[config.mk]
export PLATFORM = sky130hd
export DESIGN_NAME = pipelineCpu
export DESIGN_NICKNAME = d
export VERILOG_FILES = /design/src/common/isaPkg.sv /design/src/common/pipePkg.sv /design/src/verilog/fetchUnit.sv /design/src/decode/instrDecoder.sv /design/src/verilog/regFile.sv /design/src/execute/aluExecute.sv /design/src/verilog/resultWriteback.sv /design/src/verilog/pipelineCpu.sv
export SDC_FILE = /design/constraint.sdc
export NUM_CORES = 1
export LEC_CHECK = 0
export ABC_CLOCK_PERIOD_IN_PS = 5570
export BUFFER_PORTS_ARGS = -buffer_cell sky130_fd_sc_hd__buf_2
export CAP_MARGIN = 20
export CORE_MARGIN = 10
export CORE_UTILIZATION = 45
export CTS_BUF_LIST = sky130_fd_sc_hd__clkbuf_4 sky130_fd_sc_hd__clkbuf_8
export DETAILED_ROUTE_END_ITERATION = 10
export PLACE_DENSITY_LB_ADDON = 0.12
export SYNTH_ARGS = -nofsm -noshare
export SYNTH_HDL_FRONTEND = slang
export SYNTH_SLANG_ARGS = --single-unit
[constraint.sdc]
create_clock -name Clock -period 5.57 [get_ports Clock]
set_input_delay 1.114 -clock Clock [delete_from_list [all_inputs] [get_ports Clock]]
set_output_delay 1.114 -clock Clock [all_outputs]
set_load 0.02 [all_outputs]
[src/common/isaPkg.sv]
//////////////////////////////////////////////////////////////////////
// ISA definitions for the 16-bit pipelined processor: widths,
// instruction field positions and opcode values
//////////////////////////////////////////////////////////////////////
`default_nettype none

package isaPkg;

    localparam int wordWidth = 16;  // data and instruction width
    localparam int numRegs = 8;
    localparam int regBits = $clog2(numRegs);
    localparam int opcodeBits = 3;
    localparam int immBits = 9;

    // word layout is  III M XXX DDDDDDDDD  or  III M XXX 000000 YYY
    localparam int opcodeLsb = wordWidth - opcodeBits;  // bits 15..13
    localparam int immFlagBit = opcodeLsb - 1;  // M
    localparam int rxLsb = immFlagBit - regBits;  // bits 11..9
    localparam int ryLsb = 0;  // bits 2..0

    localparam logic [opcodeBits-1:0] opMv = 3'b000;
    localparam logic [opcodeBits-1:0] opMvtB = 3'b001;  // mvt when M set, bnz otherwise
    localparam logic [opcodeBits-1:0] opAdd = 3'b010;
    localparam logic [opcodeBits-1:0] opSub = 3'b011;
    localparam logic [opcodeBits-1:0] opLd = 3'b100;
    localparam logic [opcodeBits-1:0] opSt = 3'b101;
    localparam logic [opcodeBits-1:0] opAnd = 3'b110;
    localparam logic [opcodeBits-1:0] opOther = 3'b111;  // runs as a nop

endpackage

`default_nettype wire

[src/common/pipePkg.sv]
//////////////////////////////////////////////////////////////////////
// Pipeline-internal encodings: ALU operation and result source
//////////////////////////////////////////////////////////////////////
`default_nettype none

package pipePkg;

    typedef enum logic [2:0] {
        aluPassB,
        aluAdd,
        aluSub,
        aluAnd,
        aluUpperByte  // low byte of B moved to the upper byte
    } aluOpT;

    // where the value written back to rX comes from
    typedef enum logic [1:0] {
        srcAlu,
        srcMemory,
        srcNone  // no register write
    } resultSrcT;

endpackage

`default_nettype wire

[src/verilog/fetchUnit.sv]
//////////////////////////////////////////////////////////////////////
// Fetch stage: program counter, instruction address and fetch register
//////////////////////////////////////////////////////////////////////
`default_nettype none

module fetchUnit (
    input  wire                           Clock,
    input  wire                           Reset,
    input  wire                           hold,
    input  wire                           loadUseStall,
    input  wire                           branchTaken,
    input  wire [isaPkg::wordWidth-1:0]   branchTarget,
    input  wire [isaPkg::wordWidth-1:0]   InstrIn,
    output logic [isaPkg::wordWidth-1:0]  InstrAddr,
    output logic [isaPkg::wordWidth-1:0]  instrWord,
    output logic [isaPkg::wordWidth-1:0]  instrPc,
    output logic                          fetchValid
);
    import isaPkg::*;

    logic [wordWidth-1:0] heldWord;  // word in decode kept while the ROM moves on
    logic heldValid;
    logic advance;

    assign advance = !hold && !loadUseStall;
    assign instrWord = heldValid ? heldWord : InstrIn;

    // InstrAddr is the PC; the ROM answers one cycle later
    always_ff @(posedge Clock or posedge Reset) begin
        if (Reset) begin
            InstrAddr <= '0;
            instrPc <= '0;
            fetchValid <= 1'b0;
            heldValid <= 1'b0;
        end else if (branchTaken && !hold) begin
            InstrAddr <= branchTarget;
            fetchValid <= 1'b0;  // squash the word already on its way
            heldValid <= 1'b0;
        end else if (advance) begin
            InstrAddr <= InstrAddr + 1'b1;
            instrPc <= InstrAddr;
            fetchValid <= 1'b1;
            heldValid <= 1'b0;
        end else begin
            heldValid <= 1'b1;
        end
    end

    always_ff @(posedge Clock) begin
        if (!heldValid)
            heldWord <= InstrIn;  // frozen from the first stalled cycle on
    end

endmodule

`default_nettype wire

[src/decode/instrDecoder.sv]
//////////////////////////////////////////////////////////////////////
// Decode stage: instruction fields, control, operand read and
// load-use hazard detection
//////////////////////////////////////////////////////////////////////
`default_nettype none

module instrDecoder (
    input  wire [isaPkg::wordWidth-1:0]   instrWord,
    input  wire [isaPkg::wordWidth-1:0]   instrPc,
    input  wire                           fetchValid,
    input  wire                           exMemRead,
    input  wire [isaPkg::regBits-1:0]     exDestReg,
    input  wire [isaPkg::wordWidth-1:0]   readDataA,
    input  wire [isaPkg::wordWidth-1:0]   readDataB,
    output logic [isaPkg::regBits-1:0]    readRegA,
    output logic [isaPkg::regBits-1:0]    readRegB,
    output pipePkg::aluOpT                aluOp,
    output pipePkg::resultSrcT            resultSrc,
    output logic                          memRead,
    output logic                          memWrite,
    output logic                          writeEnable,
    output logic [isaPkg::regBits-1:0]    destReg,
    output logic [isaPkg::regBits-1:0]    srcRegA,
    output logic [isaPkg::regBits-1:0]    srcRegB,
    output logic [isaPkg::wordWidth-1:0]  operandA,
    output logic [isaPkg::wordWidth-1:0]  operandB,
    output logic                          useImm,
    output logic [isaPkg::wordWidth-1:0]  imm,
    output logic                          isBranch,
    output logic [isaPkg::wordWidth-1:0]  decPc,
    output logic                          loadUseStall
);
    import isaPkg::*;
    import pipePkg::*;

    logic [opcodeBits-1:0] opcode;
    logic immFlag;
    logic [immBits-1:0] immField;
    logic usesA;  // rX is read as a source
    logic usesB;  // rY is read as a source

    assign opcode = instrWord[opcodeLsb +: opcodeBits];
    assign immFlag = instrWord[immFlagBit];
    assign immField = instrWord[immBits-1:0];
    assign srcRegA = instrWord[rxLsb +: regBits];
    assign srcRegB = instrWord[ryLsb +: regBits];
    assign destReg = srcRegA;
    assign readRegA = srcRegA;
    assign readRegB = srcRegB;
    assign operandA = readDataA;
    assign operandB = readDataB;
    assign decPc = instrPc;

    always_comb begin
        aluOp = aluPassB;
        resultSrc = fetchValid ? srcAlu : srcNone;
        memRead = 1'b0;
        memWrite = 1'b0;
        isBranch = 1'b0;
        useImm = immFlag;
        usesA = 1'b0;
        usesB = !immFlag;
        imm = {{(wordWidth-immBits){1'b0}}, immField};
        case (opcode)
            opMv: aluOp = aluPassB;
            opMvtB: begin
                if (immFlag) begin
                    aluOp = aluUpperByte;
                end else begin
                    // bnz: offset is signed, target built in execute
                    imm = {{(wordWidth-immBits){immField[immBits-1]}}, immField};
                    resultSrc = srcNone;
                    isBranch = fetchValid;
                    usesA = 1'b1;
                    usesB = 1'b0;
                end
            end
            opAdd: begin
                aluOp = aluAdd;
                usesA = 1'b1;
            end
            opSub: begin
                aluOp = aluSub;
                usesA = 1'b1;
            end
            opAnd: begin
                aluOp = aluAnd;
                usesA = 1'b1;
            end
            opLd: begin
                resultSrc = fetchValid ? srcMemory : srcNone;
                memRead = fetchValid;
                useImm = 1'b0;  // address always comes from rY
                usesB = 1'b1;
            end
            opSt: begin
                resultSrc = srcNone;
                memWrite = fetchValid;
                useImm = 1'b0;
                usesA = 1'b1;
                usesB = 1'b1;
            end
            opOther: begin
                resultSrc = srcNone;
                usesB = 1'b0;
            end
        endcase
    end

    assign writeEnable = resultSrc != srcNone;

    // the load now in execute delivers its data too late for this one
    assign loadUseStall = fetchValid && exMemRead &&
        ((usesA && exDestReg == srcRegA) || (usesB && exDestReg == srcRegB));

endmodule

`default_nettype wire

[src/verilog/regFile.sv]
//////////////////////////////////////////////////////////////////////
// Register file: eight words, two read ports, one write port
//////////////////////////////////////////////////////////////////////
`default_nettype none

module regFile (
    input  wire                           Clock,
    input  wire                           Reset,
    input  wire [isaPkg::regBits-1:0]     readRegA,
    input  wire [isaPkg::regBits-1:0]     readRegB,
    input  wire                           wbEnable,
    input  wire [isaPkg::regBits-1:0]     wbReg,
    input  wire [isaPkg::wordWidth-1:0]   wbData,
    output logic [isaPkg::wordWidth-1:0]  readDataA,
    output logic [isaPkg::wordWidth-1:0]  readDataB
);
    import isaPkg::*;

    logic [wordWidth-1:0] regs [numRegs];

    always_ff @(posedge Clock or posedge Reset) begin
        if (Reset) begin
            for (int i = 0; i < numRegs; i++)
                regs[i] <= '0;
        end else if (wbEnable) begin
            regs[wbReg] <= wbData;
        end
    end

    // write-through so decode sees a value written in the same cycle
    assign readDataA = (wbEnable && wbReg == readRegA) ? wbData : regs[readRegA];
    assign readDataB = (wbEnable && wbReg == readRegB) ? wbData : regs[readRegB];

endmodule

`default_nettype wire

[src/execute/aluExecute.sv]
//////////////////////////////////////////////////////////////////////
// Execute stage: decode/execute register, forwarding, ALU and the
// bnz decision
//////////////////////////////////////////////////////////////////////
`default_nettype none

module aluExecute (
    input  wire                           Clock,
    input  wire                           Reset,
    input  wire                           hold,
    input  wire                           loadUseStall,
    input  wire pipePkg::aluOpT           aluOp,
    input  wire pipePkg::resultSrcT       resultSrc,
    input  wire                           memRead,
    input  wire                           memWrite,
    input  wire                           writeEnable,
    input  wire [isaPkg::regBits-1:0]     destReg,
    input  wire [isaPkg::regBits-1:0]     srcRegA,
    input  wire [isaPkg::regBits-1:0]     srcRegB,
    input  wire [isaPkg::wordWidth-1:0]   operandA,
    input  wire [isaPkg::wordWidth-1:0]   operandB,
    input  wire                           useImm,
    input  wire [isaPkg::wordWidth-1:0]   imm,
    input  wire                           isBranch,
    input  wire [isaPkg::wordWidth-1:0]   decPc,
    input  wire [isaPkg::wordWidth-1:0]   memResult,
    input  wire                           memWriteEnable,
    input  wire [isaPkg::regBits-1:0]     memDestReg,
    input  wire                           wbEnable,
    input  wire [isaPkg::regBits-1:0]     wbReg,
    input  wire [isaPkg::wordWidth-1:0]   wbData,
    output logic                          branchTaken,
    output logic [isaPkg::wordWidth-1:0]  branchTarget,
    output logic [isaPkg::wordWidth-1:0]  exResult,
    output logic [isaPkg::wordWidth-1:0]  exStoreData,
    output logic [isaPkg::wordWidth-1:0]  exAddr,
    output logic                          exMemRead,
    output logic                          exMemWrite,
    output logic                          exWriteEnable,
    output logic [isaPkg::regBits-1:0]    exDestReg,
    output pipePkg::resultSrcT            exResultSrc
);
    import isaPkg::*;
    import pipePkg::*;

    aluOpT exAluOp;
    logic exBranch;
    logic [regBits-1:0] exSrcA;
    logic [regBits-1:0] exSrcB;
    logic [wordWidth-1:0] exOpA;
    logic [wordWidth-1:0] exOpB;
    logic exUseImm;
    logic [wordWidth-1:0] exImm;
    logic [wordWidth-1:0] exPc;
    logic [wordWidth-1:0] valueA;
    logic [wordWidth-1:0] valueB;
    logic [wordWidth-1:0] aluB;
    logic bubble;

    // newest copy of a source, memory stage first
    function automatic logic [wordWidth-1:0] forwardValue(
        input logic [regBits-1:0] src,
        input logic [wordWidth-1:0] regValue
    );
        if (memWriteEnable && memDestReg == src)
            return memResult;
        if (wbEnable && wbReg == src)
            return wbData;
        return regValue;
    endfunction

    assign bubble = loadUseStall || branchTaken;

    always_ff @(posedge Clock or posedge Reset) begin
        if (Reset) begin
            exMemRead <= 1'b0;
            exMemWrite <= 1'b0;
            exWriteEnable <= 1'b0;
            exBranch <= 1'b0;
            exResultSrc <= srcNone;
        end else if (!hold) begin
            exMemRead <= memRead && !bubble;
            exMemWrite <= memWrite && !bubble;
            exWriteEnable <= writeEnable && !bubble;
            exBranch <= isBranch && !bubble;
            exResultSrc <= bubble ? srcNone : resultSrc;
        end
    end

    always_ff @(posedge Clock) begin
        if (!hold) begin
            exAluOp <= aluOp;
            exDestReg <= destReg;
            exSrcA <= srcRegA;
            exSrcB <= srcRegB;
            exOpA <= operandA;
            exOpB <= operandB;
            exUseImm <= useImm;
            exImm <= imm;
            exPc <= decPc;
        end
    end

    always_comb begin
        valueA = forwardValue(exSrcA, exOpA);
        valueB = forwardValue(exSrcB, exOpB);
        aluB = exUseImm ? exImm : valueB;
        case (exAluOp)
            aluAdd: exResult = valueA + aluB;
            aluSub: exResult = valueA - aluB;
            aluAnd: exResult = valueA & aluB;
            aluUpperByte: exResult = {aluB[wordWidth/2-1:0], {(wordWidth/2){1'b0}}};
            default: exResult = aluB;  // mv
        endcase
    end

    assign exStoreData = valueA;  // st writes rX
    assign exAddr = valueB;  // ld and st address from rY
    assign branchTaken = exBranch && (valueA != '0);
    assign branchTarget = exPc + 1'b1 + exImm;

endmodule

`default_nettype wire

[src/verilog/resultWriteback.sv]
//////////////////////////////////////////////////////////////////////
// Memory and writeback stages: data port, wait handling, result select
//////////////////////////////////////////////////////////////////////
`default_nettype none

module resultWriteback (
    input  wire                           Clock,
    input  wire                           Reset,
    input  wire                           Enable,
    input  wire                           DataWaitreq,
    input  wire [isaPkg::wordWidth-1:0]   DataIn,
    input  wire [isaPkg::wordWidth-1:0]   exResult,
    input  wire [isaPkg::wordWidth-1:0]   exStoreData,
    input  wire [isaPkg::wordWidth-1:0]   exAddr,
    input  wire                           exMemRead,
    input  wire                           exMemWrite,
    input  wire                           exWriteEnable,
    input  wire [isaPkg::regBits-1:0]     exDestReg,
    input  wire pipePkg::resultSrcT       exResultSrc,
    output logic [isaPkg::wordWidth-1:0]  DataAddr,
    output logic [isaPkg::wordWidth-1:0]  DataOut,
    output logic                          ReadData,
    output logic                          WriteData,
    output logic                          hold,
    output logic [isaPkg::wordWidth-1:0]  memResult,
    output logic                          memWriteEnable,
    output logic [isaPkg::regBits-1:0]    memDestReg,
    output logic                          wbEnable,
    output logic [isaPkg::regBits-1:0]    wbReg,
    output logic [isaPkg::wordWidth-1:0]  wbData
);
    import pipePkg::*;

    logic memRegWrite;  // memory stage instruction writes rX
    resultSrcT memSrc;

    // the whole pipeline waits on a pending access or while disabled
    assign hold = !Enable || (DataWaitreq && (ReadData || WriteData));

    // load data is not there yet, so a load is never forwarded from here
    assign memWriteEnable = memRegWrite && !ReadData;

    always_ff @(posedge Clock or posedge Reset) begin
        if (Reset) begin
            ReadData <= 1'b0;
            WriteData <= 1'b0;
            memRegWrite <= 1'b0;
            wbEnable <= 1'b0;
        end else if (!hold) begin
            ReadData <= exMemRead;
            WriteData <= exMemWrite;
            memRegWrite <= exWriteEnable;
            wbEnable <= memRegWrite;
        end
    end

    always_ff @(posedge Clock) begin
        if (!hold) begin
            DataAddr <= exAddr;
            DataOut <= exStoreData;
            memResult <= exResult;
            memDestReg <= exDestReg;
            memSrc <= exResultSrc;
            wbReg <= memDestReg;
            wbData <= (memSrc == srcMemory) ? DataIn : memResult;  // DataIn valid at this edge
        end
    end

endmodule

`default_nettype wire

[src/verilog/pipelineCpu.sv]
//////////////////////////////////////////////////////////////////////
// Five-stage 16-bit processor top level
//////////////////////////////////////////////////////////////////////
`default_nettype none

module pipelineCpu (
    input  wire                           Clock,
    input  wire                           Reset,
    input  wire                           Enable,
    input  wire [isaPkg::wordWidth-1:0]   InstrIn,
    input  wire [isaPkg::wordWidth-1:0]   DataIn,
    input  wire                           DataWaitreq,
    output logic [isaPkg::wordWidth-1:0]  InstrAddr,
    output logic [isaPkg::wordWidth-1:0]  DataAddr,
    output logic [isaPkg::wordWidth-1:0]  DataOut,
    output logic                          ReadData,
    output logic                          WriteData
);
    import isaPkg::*;
    import pipePkg::*;

    // stall, flush and hold
    logic hold;
    logic loadUseStall;
    logic branchTaken;
    logic [wordWidth-1:0] branchTarget;

    // fetch to decode
    logic [wordWidth-1:0] instrWord;
    logic [wordWidth-1:0] instrPc;
    logic fetchValid;

    // decode and register file
    logic [regBits-1:0] readRegA;
    logic [regBits-1:0] readRegB;
    logic [wordWidth-1:0] readDataA;
    logic [wordWidth-1:0] readDataB;
    aluOpT aluOp;
    resultSrcT resultSrc;
    logic memRead;
    logic memWrite;
    logic writeEnable;
    logic [regBits-1:0] destReg;
    logic [regBits-1:0] srcRegA;
    logic [regBits-1:0] srcRegB;
    logic [wordWidth-1:0] operandA;
    logic [wordWidth-1:0] operandB;
    logic useImm;
    logic [wordWidth-1:0] imm;
    logic isBranch;
    logic [wordWidth-1:0] decPc;

    // execute to memory
    logic [wordWidth-1:0] exResult;
    logic [wordWidth-1:0] exStoreData;
    logic [wordWidth-1:0] exAddr;
    logic exMemRead;
    logic exMemWrite;
    logic exWriteEnable;
    logic [regBits-1:0] exDestReg;
    resultSrcT exResultSrc;

    // forwarding and writeback
    logic [wordWidth-1:0] memResult;
    logic memWriteEnable;
    logic [regBits-1:0] memDestReg;
    logic wbEnable;
    logic [regBits-1:0] wbReg;
    logic [wordWidth-1:0] wbData;

    fetchUnit u_fetchUnit (.*);
    instrDecoder u_instrDecoder (.*);
    regFile u_regFile (.*);
    aluExecute u_aluExecute (.*);
    resultWriteback u_resultWriteback (.*);

endmodule

`default_nettype wire

==> out/summary.md <==
## Setup path
- **capturing element type of the critical path** flip-flop
- **kind of start point of the critical path** flip-flop
- **CP Max Fanout** 14
- **required time of the critical path** 5910 ps
- **Slowest cell on crit path** edfxtp_1
- **Worst EP arrival** 5530 ps
- **crit path kind** reg2reg
- **most prevalent standard cell on the critical path** xnor2_1
- **Max stage delay on crit path** 520 ps
- **sequence of cells on the critical path** xnor2_1 > nand4bb_1 > buf_4 > a221oi_1 > o31a_2 > nor2b_1 > a31oi_1 > xnor2_1 > ha_1 > a21oi_1 > nand2_1 > a311o_1 > nand2_1 > o21ai_0 > o41ai_1 > o21ai_0 > xnor2_1 > o221ai_1

## STA
- **final clock skew** 23.4 ps
- **RSZ-0062 raised after global routing** false
- **Rel. slew slack** 26.3%
- **shortest period the worst path allows** 5200 ps
- **FMAX** 192 MHz
- **final hold vios** 0
- **final sum of negative setup slack** 0 ps
- **Final period util** 93.3%
- **slew at the pin closest to its max-slew limit** 1100 ps
- **Setup Viol. Count Final** 0
- **Final Max Slew Viols** 0

## Detailed routing
- **post-detailed-route wirelength per cell** 21.9 um
- **drt first-iter violations** 1267
- **total via count in the routed design** 13500
- **Remaining DRCs** 0
- **Total Routed Length** 51300 um
- **Detail Route Antenna Nets** 0
- **First-pass DRT Iterations** 6
- **routed vias/inst** 5.78

## Synthesis
- **number of synthesized register bits** 325
- **Gate Count Post-Synth** 1706
- **number of nets produced by synthesis** 1777
- **top flip-flop cell by instance count after synthesis** dfrtp_1
- **post-synthesis cell type count** 69
- **total number of yosys warnings** 0
- **average size of a mapped cell** 10.2 sq um
- **sequential area share after synthesis** 50.3%
- **count of flip-flops with a built-in enable after synthesis** 137
- **fraction of synthesis flops using an asynchronous set or reset pin** 52.9%
- **post-synthesis instance area** 17400 sq um

## Clock network
- **number of buffers inserted by hold repair at cts** 0
- **Resized cells post-CTS** 0
- **Max clock buf depth** 3
- **CTS H-tree lvls** 2
- **CTS Buf Count** 57
- **clock tree from TritonCTS** built
- **cell at the root of the clock tree** clkbuf_8
- **Clock Pin Slew Worst Setup and Hold Paths** 60 ps
- **latest clock arrival within the worst-skew pair** 650 ps
- **Clock Sinks** 325
- **buffers inserted by post-CTS timing repair** 0

## GRT
- **total global-route track usage** 21.4%
- **maximum number of pins on one net before global-route repair** 137
- **first-pass GRT wire length** 78500 um
- **via count of the first global-routing pass** 13000
- **Overflow after GRT** 0
- **global-route met2 utilization** 33.3%
- **met1 Resource Use GR** 29.0%
- **initial antenna violation count** 0
- **met3 Use GR** 3.82%
- **Most Crowded Layer GR** met2

## Die
- **IO Count** 86
- **Core Rows** 71
- **x dimension of the die** 216 um
- **area of the die** 46900 sq um
- **area of the core region** 37800 sq um
- **Die Ht** 216 um
- **effective utilization at floorplan** 45.9%

## Finish
- **number of nets in the finished design** 1854
- **utilization of the core after routing** 52.0%
- **final std cells w/o fill** 2341
- **Layout fillers** 3478
- **growth of design area from synthesis to finish** 13.3%
- **antenna cell count** 0
- **Largest Register** u_regFile.regs
- **share of post-route cells with drive strength above 1** 23.3%
- **max reg flops** 128
- **sequential cell area** 8740 sq um
- **area of the multi-input gates** 8190 sq um

## Placement
- **final weighted congestion in routability-driven placement** 0.901
- **HPWL reported at the end of detailed placement** 32900 um
- **number of port buffers** 85
- **placed insts** 2235

## Power
- **cell area power density** 723 nW/um^2
- **static power due to leakage** 8.26 nW
- **maximum resistive drop on vdd** 0.000308 V

## Status
- **outcome** finished, final reports clean

## Worst hold path
- **worst hold path class** reg2reg

## Job
- **maxcap violations** 0

## placed cells by master (no fill, tap or decap), types with 37 or more instances in the layout
cell        n
a31oi_1    37
buf_4      40
edfxtp_1  137
nand2_1   371
xnor2_1    45
clkbuf_8   63
a21oi_1    46
buf_2      85
and3_1     47
mux2_2    167
o21ai_0    95
nand3_1    71
nor2_1     71
dfrtp_1   171
## metrics by stage
stage | setup WS [ps] | power, mW | instance area [sq um] | hold slack [ps]
after global placement | 626 | 11.7 | 18500 | 424
after detailed placement | 447 | 11.8 | 18500 | 431
final | 375 | 14.2 | 19700 | 437
after floorplan | 873 | 9.62 | 17400 | 421
after CTS | 447 | 14.2 | 19700 | 443
after global routing | 51.9 | 15.2 | 19700 | 442
## synth_stat cells, drive strengths merged (33+ instances only)
cell type,n,share of area (%)
and3,47,1.7
mux2,167,11
inv,33,0.71
o21ai,95,2.7
ha,33,2.4
a31oi,37,1.3
dfrtp,171,25
nand3,71,2.0
mux2i,36,2.1
xnor2,45,2.3
nor2,72,1.6
a21oi,46,1.3
a311oi,35,1.8
nand2,371,8.0
clkbuf,90,1.9
edfxtp,137,24
## worst max-delay path, delay by kind of cell (launching register included)
kind / cells / cell delay (ps)
AOI/OAI and AO/OA: 9 / 2340
xor gates and xnor gates: 3 / 770
and+or+nand+nor: 4 / 630
DFF: 1 / 520
adders and majority gates: 1 / 340
buffers and inverters: 1 / 280
## worst paths after layout
kind                                        startpoint                         endpoint  slack [ps]  cells past startpoint
worst max-delay path             u_aluExecute.exImm[1]  u_resultWriteback.memResult[15]         370                     18
worst min-delay path            u_fetchUnit.instrPc[3]             u_aluExecute.exPc[3]         440                      0
worst max register to register   u_aluExecute.exImm[1]  u_resultWriteback.memResult[15]         370                     18
worst min register to register  u_fetchUnit.instrPc[3]             u_aluExecute.exPc[3]         440                      0
max in group asynchronous                        Reset               u_regFile.regs[40]        3720                      3
min in group asynchronous                        Reset               u_regFile.regs[10]         630                      2
## per-layer routing
layer  wire [um]  part of all wire, %  vias to the layer above
met2       23300                   45                      478
met3        3300                  6.4                      120
met4        1680                  3.3                        0
met5           0                    0                        -
li1            -                    -                     6286
met1       23000                   45                     6656
## power by group
| part | internal [mW] | switching (mW) |
|---|---|---|
| clock network | 1.30 | 1.01 |
| logic | 2.80 | 4.08 |
| registers | 3.92 | 1.10 |
| total | 8.03 | 6.19 |
## final cells by class
cell class / count / share of cell area (%)
Multi-Input combinational cell: 1238 / 41.6
Clock inverter: 17 / 0.693
Inverter: 34 / 0.693
Timing Repair Buffer: 127 / 3.89
Clock buffer: 89 / 5.40
Sequential cell: 325 / 44.4
Tap cell: 511 / 3.25
## kinds of logic (layout without fill, tap and decap cells)
kind of cell | Yosys count | in the layout | synth area share (%)
XOR/XNOR | 77 | 77 | 3.88
adder cells (fa/ha/maj) | 35 | 35 | 2.61
AO/OA/AOI/OAI | 277 | 277 | 10.3
multiplexers | 203 | 203 | 13.0
AND/OR/NAND/NOR | 646 | 646 | 16.7
buffers and inverters | 143 | 267 | 3.19
flip-flops | 325 | 325 | 50.3
No activity file was read; power rests on OpenSTA's default activity.
